## src/ctrl_pkg.sv

```systemverilog
package ctrl_pkg;

  ////////////////////////////////////////////////////////////
  // bus geometry
  ////////////////////////////////////////////////////////////

  // qmem address, data and byte select widths
  localparam int qaw = 22;
  localparam int qdw = 32;
  localparam int qsw = qdw / 8;

  ////////////////////////////////////////////////////////////
  // register map
  ////////////////////////////////////////////////////////////

  // index taken from adr[4:2]
  localparam logic [2:0] reg_sys_rst  = 3'd0;
  localparam logic [2:0] reg_core_rst = 3'd1;
  localparam logic [2:0] reg_uart_tx  = 3'd2;
  localparam logic [2:0] reg_timer    = 3'd3;
  localparam logic [2:0] reg_spi_div  = 3'd4;
  localparam logic [2:0] reg_spi_cs   = 3'd5;
  localparam logic [2:0] reg_spi_dat  = 3'd6;

  // 115200 baud from a 50 MHz clock
  localparam logic [8:0]  txd_cnt   = 9'd434;
  // 1 ms tick from a 50 MHz clock
  localparam logic [15:0] timer_cnt = 16'd50000;
  // slow sd card init clock after reset
  localparam logic [5:0]  spi_cnt   = 6'd63;

  ////////////////////////////////////////////////////////////
  // types
  ////////////////////////////////////////////////////////////

  // write word seen as a single data byte
  typedef struct packed {
    logic [qdw-9:0] pad;
    logic [7:0]     data;
  } wbyte_t;

  // write word seen as chip select mask and value
  typedef struct packed {
    logic [qdw-9:0] pad;
    logic [3:0]     cs_mask;
    logic [3:0]     cs_val;
  } wcs_t;

  typedef union packed {
    wbyte_t byte_view;
    wcs_t   cs_view;
  } wdata_u;

  // one bus request as seen by the decoder
  typedef struct packed {
    logic [qaw-1:0] adr;
    logic           cs;
    logic           we;
    logic [qsw-1:0] sel;
    wdata_u         dat_w;
  } qmem_req_t;

  // single cycle write pulses
  typedef struct packed {
    logic uart_tx;
    logic timer;
    logic spi_div;
    logic spi_dat;
  } wr_stb_t;

  typedef struct packed {
    logic tx_ready;
    logic spi_busy;
  } periph_sts_t;

endpackage
```

## src/ctrl_regs.sv

```systemverilog
`timescale 1ns/1ps

module ctrl_regs (
  input  logic                     clk,
  input  logic                     rst,
  // qmem bus
  input  logic [ctrl_pkg::qaw-1:0] adr,
  input  logic                     cs,
  input  logic                     we,
  input  logic [ctrl_pkg::qsw-1:0] sel,
  input  logic [ctrl_pkg::qdw-1:0] dat_w,
  output logic [ctrl_pkg::qdw-1:0] dat_r,
  output logic                     ack,
  output logic                     err,
  // reset levels
  output logic                     sys_rst,
  output logic                     core_rst,
  // serial ports
  output logic                     uart_txd,
  output logic [3:0]               spi_cs_n,
  output logic                     spi_clk,
  output logic                     spi_do,
  input  logic                     spi_di
);

  import ctrl_pkg::*;

  qmem_req_t   req;
  wr_stb_t     stb;
  periph_sts_t sts;
  logic        tx_ready;
  logic        spi_busy;
  logic [15:0] timer_val;
  logic [7:0]  spi_rx;

  // concatenation order follows the struct fields
  assign req = {adr, cs, we, sel, dat_w};
  assign sts = '{tx_ready: tx_ready, spi_busy: spi_busy};

  ////////////////////////////////////////////////////////////
  // decoder and peripherals
  ////////////////////////////////////////////////////////////

  ctrl_decode ctrl_decode_i (
    .clk       (clk),
    .rst       (rst),
    .req       (req),
    .sts       (sts),
    .timer_val (timer_val),
    .spi_rx    (spi_rx),
    .stb       (stb),
    .sys_rst   (sys_rst),
    .core_rst  (core_rst),
    .spi_cs_n  (spi_cs_n),
    .dat_r     (dat_r),
    .ack       (ack),
    .err       (err)
  );

  uart_tx uart_tx_i (
    .clk      (clk),
    .rst      (rst),
    .start    (stb.uart_tx),
    .tx_byte  (req.dat_w.byte_view.data),
    .tx_ready (tx_ready),
    .txd      (uart_txd)
  );

  // load value is the low half of the write word
  ms_timer ms_timer_i (
    .clk      (clk),
    .rst      (rst),
    .load     (stb.timer),
    .load_val (req.dat_w[15:0]),
    .count    (timer_val)
  );

  spi_master spi_master_i (
    .clk     (clk),
    .rst     (rst),
    .div_wr  (stb.spi_div),
    .dat_wr  (stb.spi_dat),
    .wdata   (req.dat_w.byte_view.data),
    .busy    (spi_busy),
    .rx_byte (spi_rx),
    .sclk    (spi_clk),
    .mosi    (spi_do),
    .miso    (spi_di)
  );

endmodule

```

## src/spi_master.sv

```systemverilog
`timescale 1ns/1ps

module spi_master (
  input  logic       clk,
  input  logic       rst,
  input  logic       div_wr,
  input  logic       dat_wr,
  input  logic [7:0] wdata,
  output logic       busy,
  output logic [7:0] rx_byte,
  output logic       sclk,
  output logic       mosi,
  input  logic       miso
);

  import ctrl_pkg::*;

  // mode 3, cpol=1 cpha=1
  // mosi changes on falling sclk, miso sampled on rising sclk

  logic [5:0] div_r;
  logic [5:0] div_ctr;
  // half period index, sclk is its lsb
  logic [3:0] ph_cnt;
  logic       act;
  // extra high half period after the last rising edge
  logic       tail;
  logic [7:0] tx_sr;
  logic [7:0] rx_sr;
  logic       half_end;

  assign half_end = (div_ctr == 6'd0);
  assign busy     = act || tail;

  ////////////////////////////////////////////////////////////
  // divider register
  ////////////////////////////////////////////////////////////

  always_ff @(posedge clk or posedge rst) begin
    if (rst) begin
      div_r <= spi_cnt;
    end else if (div_wr) begin
      div_r <= wdata[5:0];
    end
  end

  ////////////////////////////////////////////////////////////
  // transfer sequencer
  ////////////////////////////////////////////////////////////

  always_ff @(posedge clk or posedge rst) begin
    if (rst) begin
      act     <= 1'b0;
      tail    <= 1'b0;
      div_ctr <= 6'd0;
      ph_cnt  <= 4'hf;
      tx_sr   <= 8'hff;
    end else if (act) begin
      if (half_end) begin
        div_ctr <= div_r;
        ph_cnt  <= ph_cnt - 4'd1;
        // sixteen half periods done
        if (ph_cnt == 4'd0) begin
          act  <= 1'b0;
          tail <= 1'b1;
        end
        // falling edge, first one keeps the msb
        if (ph_cnt[0] && (ph_cnt != 4'hf)) begin
          tx_sr <= {tx_sr[6:0], 1'b1};
        end
      end else begin
        div_ctr <= div_ctr - 6'd1;
      end
    end else if (tail) begin
      if (half_end) begin
        tail <= 1'b0;
      end else begin
        div_ctr <= div_ctr - 6'd1;
      end
    end else if (dat_wr) begin
      // strobe while busy falls through the branches above
      act     <= 1'b1;
      div_ctr <= div_r;
      ph_cnt  <= 4'hf;
      tx_sr   <= wdata;
    end
  end

  // receive shifter, capture on rising edge
  always_ff @(posedge clk) begin
    if (act && half_end && !ph_cnt[0]) begin
      rx_sr <= {rx_sr[6:0], miso};
    end
  end

  assign sclk    = ph_cnt[0];
  assign mosi    = tx_sr[7];
  assign rx_byte = rx_sr;

  // clock parks high between transfers
  a_sclk_idle : assert property (@(posedge clk) disable iff (rst) !busy |-> sclk);

endmodule

```

## src/ms_timer.sv

```systemverilog
`timescale 1ns/1ps

module ms_timer (
  input  logic        clk,
  input  logic        rst,
  input  logic        load,
  input  logic [15:0] load_val,
  output logic [15:0] count
);

  import ctrl_pkg::*;

  logic [15:0] pre;
  logic        tick;

  // last prescaler cycle of each millisecond
  assign tick = (pre == 16'd0);

  ////////////////////////////////////////////////////////////
  // prescaler and counter
  ////////////////////////////////////////////////////////////

  always_ff @(posedge clk or posedge rst) begin
    if (rst) begin
      pre   <= timer_cnt - 16'd1;
      count <= 16'd0;
    end else if (load) begin
      // load restarts the millisecond
      pre   <= timer_cnt - 16'd1;
      count <= load_val;
    end else if (tick) begin
      pre   <= timer_cnt - 16'd1;
      // wraps at 16 bits
      count <= count + 16'd1;
    end else begin
      pre   <= pre - 16'd1;
    end
  end

endmodule

```

## src/uart_tx.sv

```systemverilog
`timescale 1ns/1ps

module uart_tx (
  input  logic       clk,
  input  logic       rst,
  input  logic       start,
  input  logic [7:0] tx_byte,
  output logic       tx_ready,
  output logic       txd
);

  import ctrl_pkg::*;

  // 8n1 frame, bit 0 is on the line
  logic [9:0] tx_sr;
  // bits left after the current one
  logic [3:0] bit_cnt;
  // cycles left in the current bit
  logic [8:0] bit_tmr;

  ////////////////////////////////////////////////////////////
  // frame sequencer
  ////////////////////////////////////////////////////////////

  always_ff @(posedge clk or posedge rst) begin
    if (rst) begin
      tx_sr   <= '1;
      bit_cnt <= 4'd0;
      bit_tmr <= 9'd0;
    end else if (start && tx_ready) begin
      // stop, data lsb first, start
      tx_sr   <= {1'b1, tx_byte, 1'b0};
      bit_cnt <= 4'd9;
      bit_tmr <= txd_cnt - 9'd1;
    end else if (bit_tmr != 9'd0) begin
      bit_tmr <= bit_tmr - 9'd1;
    end else if (bit_cnt != 4'd0) begin
      // next bit, idle ones fill from the top
      bit_cnt <= bit_cnt - 4'd1;
      bit_tmr <= txd_cnt - 9'd1;
      tx_sr   <= {1'b1, tx_sr[9:1]};
    end
  end

  // ready again in the last cycle of the stop bit
  assign tx_ready = (bit_cnt == 4'd0) && (bit_tmr == 9'd0);
  assign txd      = tx_sr[0];

  // line idles high between frames
  a_idle_high : assert property (@(posedge clk) disable iff (rst) tx_ready |-> txd);

endmodule

```

## src/ctrl_decode.sv

```systemverilog
`timescale 1ns/1ps

module ctrl_decode (
  input  logic                     clk,
  input  logic                     rst,
  input  ctrl_pkg::qmem_req_t      req,
  input  ctrl_pkg::periph_sts_t    sts,
  input  logic [15:0]              timer_val,
  input  logic [7:0]               spi_rx,
  output ctrl_pkg::wr_stb_t        stb,
  output logic                     sys_rst,
  output logic                     core_rst,
  output logic [3:0]               spi_cs_n,
  output logic [ctrl_pkg::qdw-1:0] dat_r,
  output logic                     ack,
  output logic                     err
);

  import ctrl_pkg::*;

  logic [2:0] reg_idx;
  logic [2:0] reg_idx_q;
  logic       wr;
  logic [3:0] cs_sel;

  // same field for strobes, register writes and ack
  assign reg_idx = req.adr[4:2];
  assign wr      = req.cs && req.we;

  ////////////////////////////////////////////////////////////
  // write strobes
  ////////////////////////////////////////////////////////////

  // busy peripherals drop their own strobe
  always_comb begin
    stb = '0;
    if (wr) begin
      case (reg_idx)
        reg_uart_tx: stb.uart_tx = 1'b1;
        reg_timer:   stb.timer   = 1'b1;
        reg_spi_div: stb.spi_div = 1'b1;
        reg_spi_dat: stb.spi_dat = 1'b1;
        default:     stb = '0;
      endcase
    end
  end

  ////////////////////////////////////////////////////////////
  // local registers
  ////////////////////////////////////////////////////////////

  // masked update keeps unselected lines
  // a set bit in cs_sel asserts that line
  assign cs_sel = (|req.dat_w.cs_view.cs_mask) ?
                  ((req.dat_w.cs_view.cs_mask & req.dat_w.cs_view.cs_val) |
                   (~req.dat_w.cs_view.cs_mask & ~spi_cs_n)) :
                  req.dat_w.cs_view.cs_val;

  always_ff @(posedge clk or posedge rst) begin
    if (rst) begin
      sys_rst   <= 1'b0;
      core_rst  <= 1'b1;
      spi_cs_n  <= 4'b1111;
      reg_idx_q <= 3'd0;
    end else begin
      // read address for next cycle's dat_r
      reg_idx_q <= reg_idx;
      if (wr) begin
        case (reg_idx)
          reg_sys_rst:  sys_rst  <= req.dat_w[0];
          reg_core_rst: core_rst <= req.dat_w[0];
          reg_spi_cs:   spi_cs_n <= ~cs_sel;
          default:      ;
        endcase
      end
    end
  end

  ////////////////////////////////////////////////////////////
  // read mux, ack and err
  ////////////////////////////////////////////////////////////

  // unmapped reads give zero
  always_comb begin
    case (reg_idx_q)
      reg_timer:   dat_r = {{(qdw - 16){1'b0}}, timer_val};
      reg_spi_dat: dat_r = {{(qdw - 8){1'b0}}, spi_rx};
      default:     dat_r = '0;
    endcase
  end

  // ack held low while the addressed peripheral is busy
  always_comb begin
    case (reg_idx)
      reg_uart_tx: ack = req.cs && sts.tx_ready;
      reg_spi_dat: ack = req.cs && !sts.spi_busy;
      default:     ack = req.cs;
    endcase
  end

  assign err = 1'b0;

  // an accepted data write turns the peripheral busy at the next edge
  a_uart_taken : assert property (@(posedge clk) disable iff (rst)
    (stb.uart_tx && ack) |=> !sts.tx_ready);
  a_spi_taken : assert property (@(posedge clk) disable iff (rst)
    (stb.spi_dat && ack) |=> sts.spi_busy);

endmodule

```

## config.mk

```make
export PLATFORM = sky130hd
export DESIGN_NAME = ctrl_regs
export DESIGN_NICKNAME = d
export VERILOG_FILES = /design/src/ctrl_pkg.sv /design/src/ctrl_regs.sv /design/src/spi_master.sv /design/src/ms_timer.sv /design/src/uart_tx.sv /design/src/ctrl_decode.sv
export SDC_FILE = /design/constraint.sdc
export NUM_CORES = 1
export LEC_CHECK = 0
export BUFFER_PORTS_ARGS = -buffer_cell sky130_fd_sc_hd__buf_4
export CORE_MARGIN = 1
export CORE_UTILIZATION = 56
export DETAILED_ROUTE_END_ITERATION = 7
export PLACE_DENSITY_LB_ADDON = 0.12
export SYNTH_ARGS = -nofsm -noshare
export SYNTH_HDL_FRONTEND = slang
export SYNTH_HIERARCHICAL = 1
export SYNTH_SLANG_ARGS = --single-unit
```

## constraint.sdc

```tcl
create_clock -name clk -period 2.1 [get_ports clk]
set_input_delay 0.105 -clock clk [delete_from_list [all_inputs] [get_ports clk]]
set_output_delay 0.105 -clock clk [all_outputs]
set_load 0.01 [all_outputs]
```

### Word-level counts from Yosys, hierarchy flattened

Index checks and enable logic that the tools add are counted.

| storage, ports and cells | value |
|---|---|
| bits in registers | 98 |
| output and inout port bits | 43 |
| word-level logic and storage cells | 121 |
| input port bits | 63 |

| operators by class | value |
|---|---|
| equal/unequal tests | 15 |
| bitwise gates (word level) | 6 |
| mux-type cells | 45 |
| $add $sub $neg | 6 |
| reduce and logical (&&, ||, !) cells | 33 |

Operators with widths:

| operator | number |
|---|---|
| $mux W16 | 4 |
| $mux W8 | 5 |
| $mux W4 | 9 |
| $pmux W16 S2 | 1 |
| $mux W10 | 3 |
| $mux W6 | 5 |
| $mux W9 | 3 |
| $add A16 B1 Y16 const B | 1 |
| $logic_not A16 Y1 | 1 |
| $sub A16 B1 Y16 const B | 1 |
| $mux W1 | 14 |
| $eq A3 B3 Y1 const B | 4 |
| $not A4 Y4 | 3 |
| $reduce_and A2 Y1 | 6 |
| $eq A3 B2 Y1 const B | 3 |
| $logic_not A9 Y1 | 1 |
| $reduce_bool A9 Y1 | 1 |
| $sub A9 B1 Y9 const B | 1 |
| $and A4 B4 Y4 | 2 |
| $logic_and A1 B1 Y1 | 8 |
| $logic_not A4 Y1 | 2 |
| $sub A4 B1 Y4 const B | 2 |
| $logic_not A6 Y1 | 1 |
| $ne A2 B2 Y1 const B | 3 |
| other kinds (16) | 21 |

### Logic depth before layout (Yosys ltp)

| depth | value |
|---|---|
| depth in word-level cells | 6 |
| depth in mapped cells | 8 |
| depth with buffers taken out | 8 |

### Modules after synthesis

The synthesis kept the hierarchy.

Modules (own cells, without submodules):

| module | area an instance (µm²) | cells each | seq. area each (µm²) | instances |
|---|---|---|---|---|
| ms_timer | 1,809.2 | 191 | 812.0 | 1 |
| spi_master | 1,659.1 | 134 | 913.4 | 1 |
| uart_tx | 1,194.9 | 128 | 561.8 | 1 |
| ctrl_decode | 774.5 | 88 | 231.5 | 1 |

### Worst setup path before layout

OpenSTA, ideal clock, no wires.

| timing path | value |
|---|---|
| kind | register to register |
| start point | register ms_timer_i.pre[0] |
| end point | register ms_timer_i.count[14] |
| data arrival time | 1,761 ps |
| path slack | 221 ps |
| data required time | 1,982 ps |
| path buffers | 0 |
| stages on the path, launching flop included | 7 |
| cells stage by stage | dfstp_2 > inv_1 > ha_1 > nor3b_1 > nand4_4 > or4_1 > a21o_1 |

| between the ends | value |
|---|---|
| cells in the longest elaborated chain, start to end | 2 |

Ends and longest elaborated chain:

| element | line | text |
|---|---|---|
| start, declared | ms_timer.sv:13 | `logic [15:0] pre;` |
| start signal, assigned | ms_timer.sv:25 | `pre <= timer_cnt - 16'd1;` |
| start signal, assigned | ms_timer.sv:29 | `pre <= timer_cnt - 16'd1;` |
| start signal, assigned | ms_timer.sv:32 | `pre <= timer_cnt - 16'd1;` |
| $logic_not A16 Y1 | ms_timer.sv:17 | `assign tick = (pre == 16'd0);` |
| $reduce_bool A2 Y1 (no source line) | - |  |
| end signal, assigned | ms_timer.sv:30 | `count <= load_val;` |
| end signal, assigned | ms_timer.sv:34 | `count <= count + 16'd1;` |
| end, declared | ms_timer.sv:8 | `output logic [15:0] count` |

No other way between the ends.
A chain may end at the register's enable or synchronous reset.

### Worst setup path in the final report

| timing path | value |
|---|---|
| start point | register uart_tx_i.bit_cnt[1] |
| end point | output ack |

| between the ends | value |
|---|---|
| cells in the longest elaborated chain, start to end | 4 |

Ends and longest elaborated chain:

| element | line | text |
|---|---|---|
| start, declared | uart_tx.sv:17 | `logic [3:0] bit_cnt;` |
| start signal, assigned | uart_tx.sv:39 | `bit_cnt <= bit_cnt - 4'd1;` |
| $logic_not A4 Y1 | uart_tx.sv:46 | `assign tx_ready = (bit_cnt == 4'd0) && (bit_tmr == 9'd0);` |
| $logic_and A1 B1 Y1 | uart_tx.sv:46 |  |
| via tx_ready | ctrl_regs.sv:31 | `logic tx_ready;` |
| $logic_and A1 B1 Y1 | ctrl_decode.sv:95 | `reg_uart_tx: ack = req.cs && sts.tx_ready;` |
| $pmux W1 S2 | ctrl_decode.sv:94 | `case (reg_idx)` |
| end, declared | ctrl_regs.sv:13 | `output logic ack,` |

The timed path passes the listed nets, and every way through them passes these cells.

==> metrics <==
WP data arrival 1.94 ns; Antenna diodes 0; CP Cell Sequence inv_2, ha_4, or3b_4, nor2_1, nor2_1, a21oi_1, o21a_1, buf_4; Core Box Area 9330 um2; Hold Fails Final Rpt 0; CP max stage cell dfrtp_1; Reg clk slew, reported paths 0.09 ns; worst hold start dat_w[9]; routed len/inst 16.0 um; dpl ws -0.0335 ns; reg2reg path depth 4; first-pass GRT wire length 19.5 mm; drt initial violations ~250; CP required roughly 2 ns; total grt overflow 0; number of antenna violations at the first check in global routing 0; Routability Congestion 0.858; commonest non-fill, non-tap cell in the layout buf_4; Startpoint Class flip-flop; Non-Filler Instances 759; post-synthesis sequential area ratio 0.463; largest net degree at the start of global routing 33; Area growth syn-to-layout 17.9%; Final setup viols 0; Final Max Tran Viols 0; Rows 35; total CTS buffers 9; synthesized area 5440 um2; Netlist cell types slightly below 80; nets@finish 698; Worst Tran Pin Value 0.847 ns; IO Count around 110; Endpoint, Worst Hold ms_timer_i/count[9]; crit-path max cell delay between 0.4 and 0.5 ns; vias in the first global route 4115; detailed-route DRC error count 0; Yosys Warn Count 6; status finished, final reports clean; Post-Place Cells between 700 and 800; Max clock buf depth 2; Pleak 2.72 nW; post-route setup TNS 0 ns; Routed WL 12.2 mm; Hold Path Class in -> reg; commonest non-fill, non-tap cells in the layout buf_4 (79), dfrtp_1 (48), nor2_1 (43); peak supply drop 564 uV; Mapped Avg Cell Area 10.1 um2; Worst-Skew Late Latency 0.36 ns; worst relative slew slack 0.434; hold depth 3; Synth Register Bits 97; critical register-to-register path startpoint ms_timer_i/pre[2]; unrepaired setup endpoints after global routing yes; final instance area approximately 6400 um2; worst r2r dst ms_timer_i/count[12]; top_reg_cell synth dfrtp_1; final worst-path cycle share 0.975; detailed-route via count about 4400; Setup CP Type reg -> out; port bufs between 40 and 50; total power 5.09 mW; Gate Count Post-Synth 541; detailed placer's ending HPWL 8.43 mm; clk sink count 97; min Tclk post-route a little over 2 ns; die area ~10000 um2; worst path buffer plus inverter count 2; cell with the most instances on the worst path nor2_1; Clock Tree Root clkbuf_8; die width slightly above 100 um; clk_skew approximately 0.0096 ns; hold slack 0.0146 ns; Util after Layout 0.687; cell family with most CP delay simple AND/OR/NAND/NOR gates; Final WS setup 0.0528 ns; vias per cell 5.77; Initial DRT Pass Iterations 5; Final ANT Viol Nets 0; number of synthesized flops with an enable pin 8; placed cell area 5960 um2; die span in y 101 um; pwr dens 795 nW/um2; MaxCap Viol Count 0; CTS tree built; R2R Setup Slk 0.11 ns; H-tree levels 3; Critical Path End Type primary output; layout cells sized above 1 0.306; GRT Total Usage 0.247; Starting Density 0.583; fmax 488 MHz; Worst Path Max Fanout 3; Async S/R FF share, synth 0.918
[cells in the mapped netlist (all sizes together) (12+ instances only)]
master,n,area share
mux2,25,0.052
dfrtp,48,0.22
dfstp,41,0.20
a21oi,21,0.021
or3,16,0.019
nand2,38,0.026
inv,30,0.021
nand3,14,0.013
o21ai,34,0.031
nor2,45,0.033
nor3,18,0.020
buf,27,0.035
nand4,12,0.018
a31oi,12,0.014
nor2b,12,0.014
[tightest hold or removal path, delay by kind of cell]
| family | cells | cell delay, ns |
|---|---|---|
| buffers and inverters | 1 | 0.08 |
| AND/OR/NAND/NOR | 1 | 0.03 |
| AO/OA/AOI/OAI | 1 | 0.12 |
[where the power goes]
part           total, mW  internal (mW)  leakage [nW]  switching (mW)
sequential          2.66           2.29          1.07           0.370
combinational       1.23          0.590          1.56           0.642
clock               1.20          0.519         0.102           0.685
total               5.09           3.40          2.72            1.70
[routing by layer]
metal / GRT usage / up-vias / part of all wire
li1: - / 2092 / -
met2: 0.418 / 159 / 0.50
met1: 0.325 / 2116 / 0.43
met4: 0.0680 / 0 / 0.013
met5: 0 / - / 0
met3: 0.0472 / 16 / 0.056
[registers in the layout, indices dropped and copies added (netlist names), named ones only]
signal                   cells
ms_timer_i/count            16
ms_timer_i/pre              16
uart_tx_i/bit_tmr            9
uart_tx_i/tx_sr              9
spi_master_i/rx_byte         8
spi_master_i/tx_sr           8
spi_master_i/div_ctr         6
spi_master_i/div_r           6
spi_master_i/ph_cnt          4
uart_tx_i/bit_cnt            4
ctrl_decode_i/reg_idx_q      3
ctrl_decode_i/core_rst       1
ctrl_decode_i/sys_rst        1
spi_master_i/act             1
spi_master_i/tail            1
[area by class of cell]
cell class              count  area, um2
well taps                 129        161
flip-flops and latches     97       2520
multi-input cells         394       2700
clock buffers              10        149
fillers                   723       2920
clock inverters             6       46.3
inverters                  31        116
repair buffers             92        723
[how the worst max path moves through the flow]
stage,start,endpoint,slack [ns],cells after the start
after CTS,uart_tx_i/bit_cnt[0],ack,-0.03,8
after global placement,ms_timer_i/pre[0],ms_timer_i/count[14],0.02,6
after global routing,uart_tx_i/bit_cnt[0],ack,-0.05,8
final,uart_tx_i/bit_cnt[1],ack,0.05,8
after detailed placement,ms_timer_i/pre[0],ms_timer_i/count[14],-0.03,6
after floorplan,ms_timer_i/pre[0],ms_timer_i/count[14],0.22,6
[what timing repair did]
action	in CTS	in global routing
setup endpoints to repair	9	33
gates resized for setup	6	5
hold endpoints to repair	60	0
gates cloned	0	1
hold buffers	13	0
setup buffers	0	9
pin swaps	0	4
[cells by family after synthesis]
group	share of synthesized area
muxes	0.0628
xor gates and xnor gates	0.0209
and+or+nand+nor	0.233
DFF	0.463
AOI/OAI and AO/OA	0.133
buffers and inverters	0.0626
adders and majority gates	0.0230
other	0.000690
No activity file was read; power rests on OpenSTA's default activity.
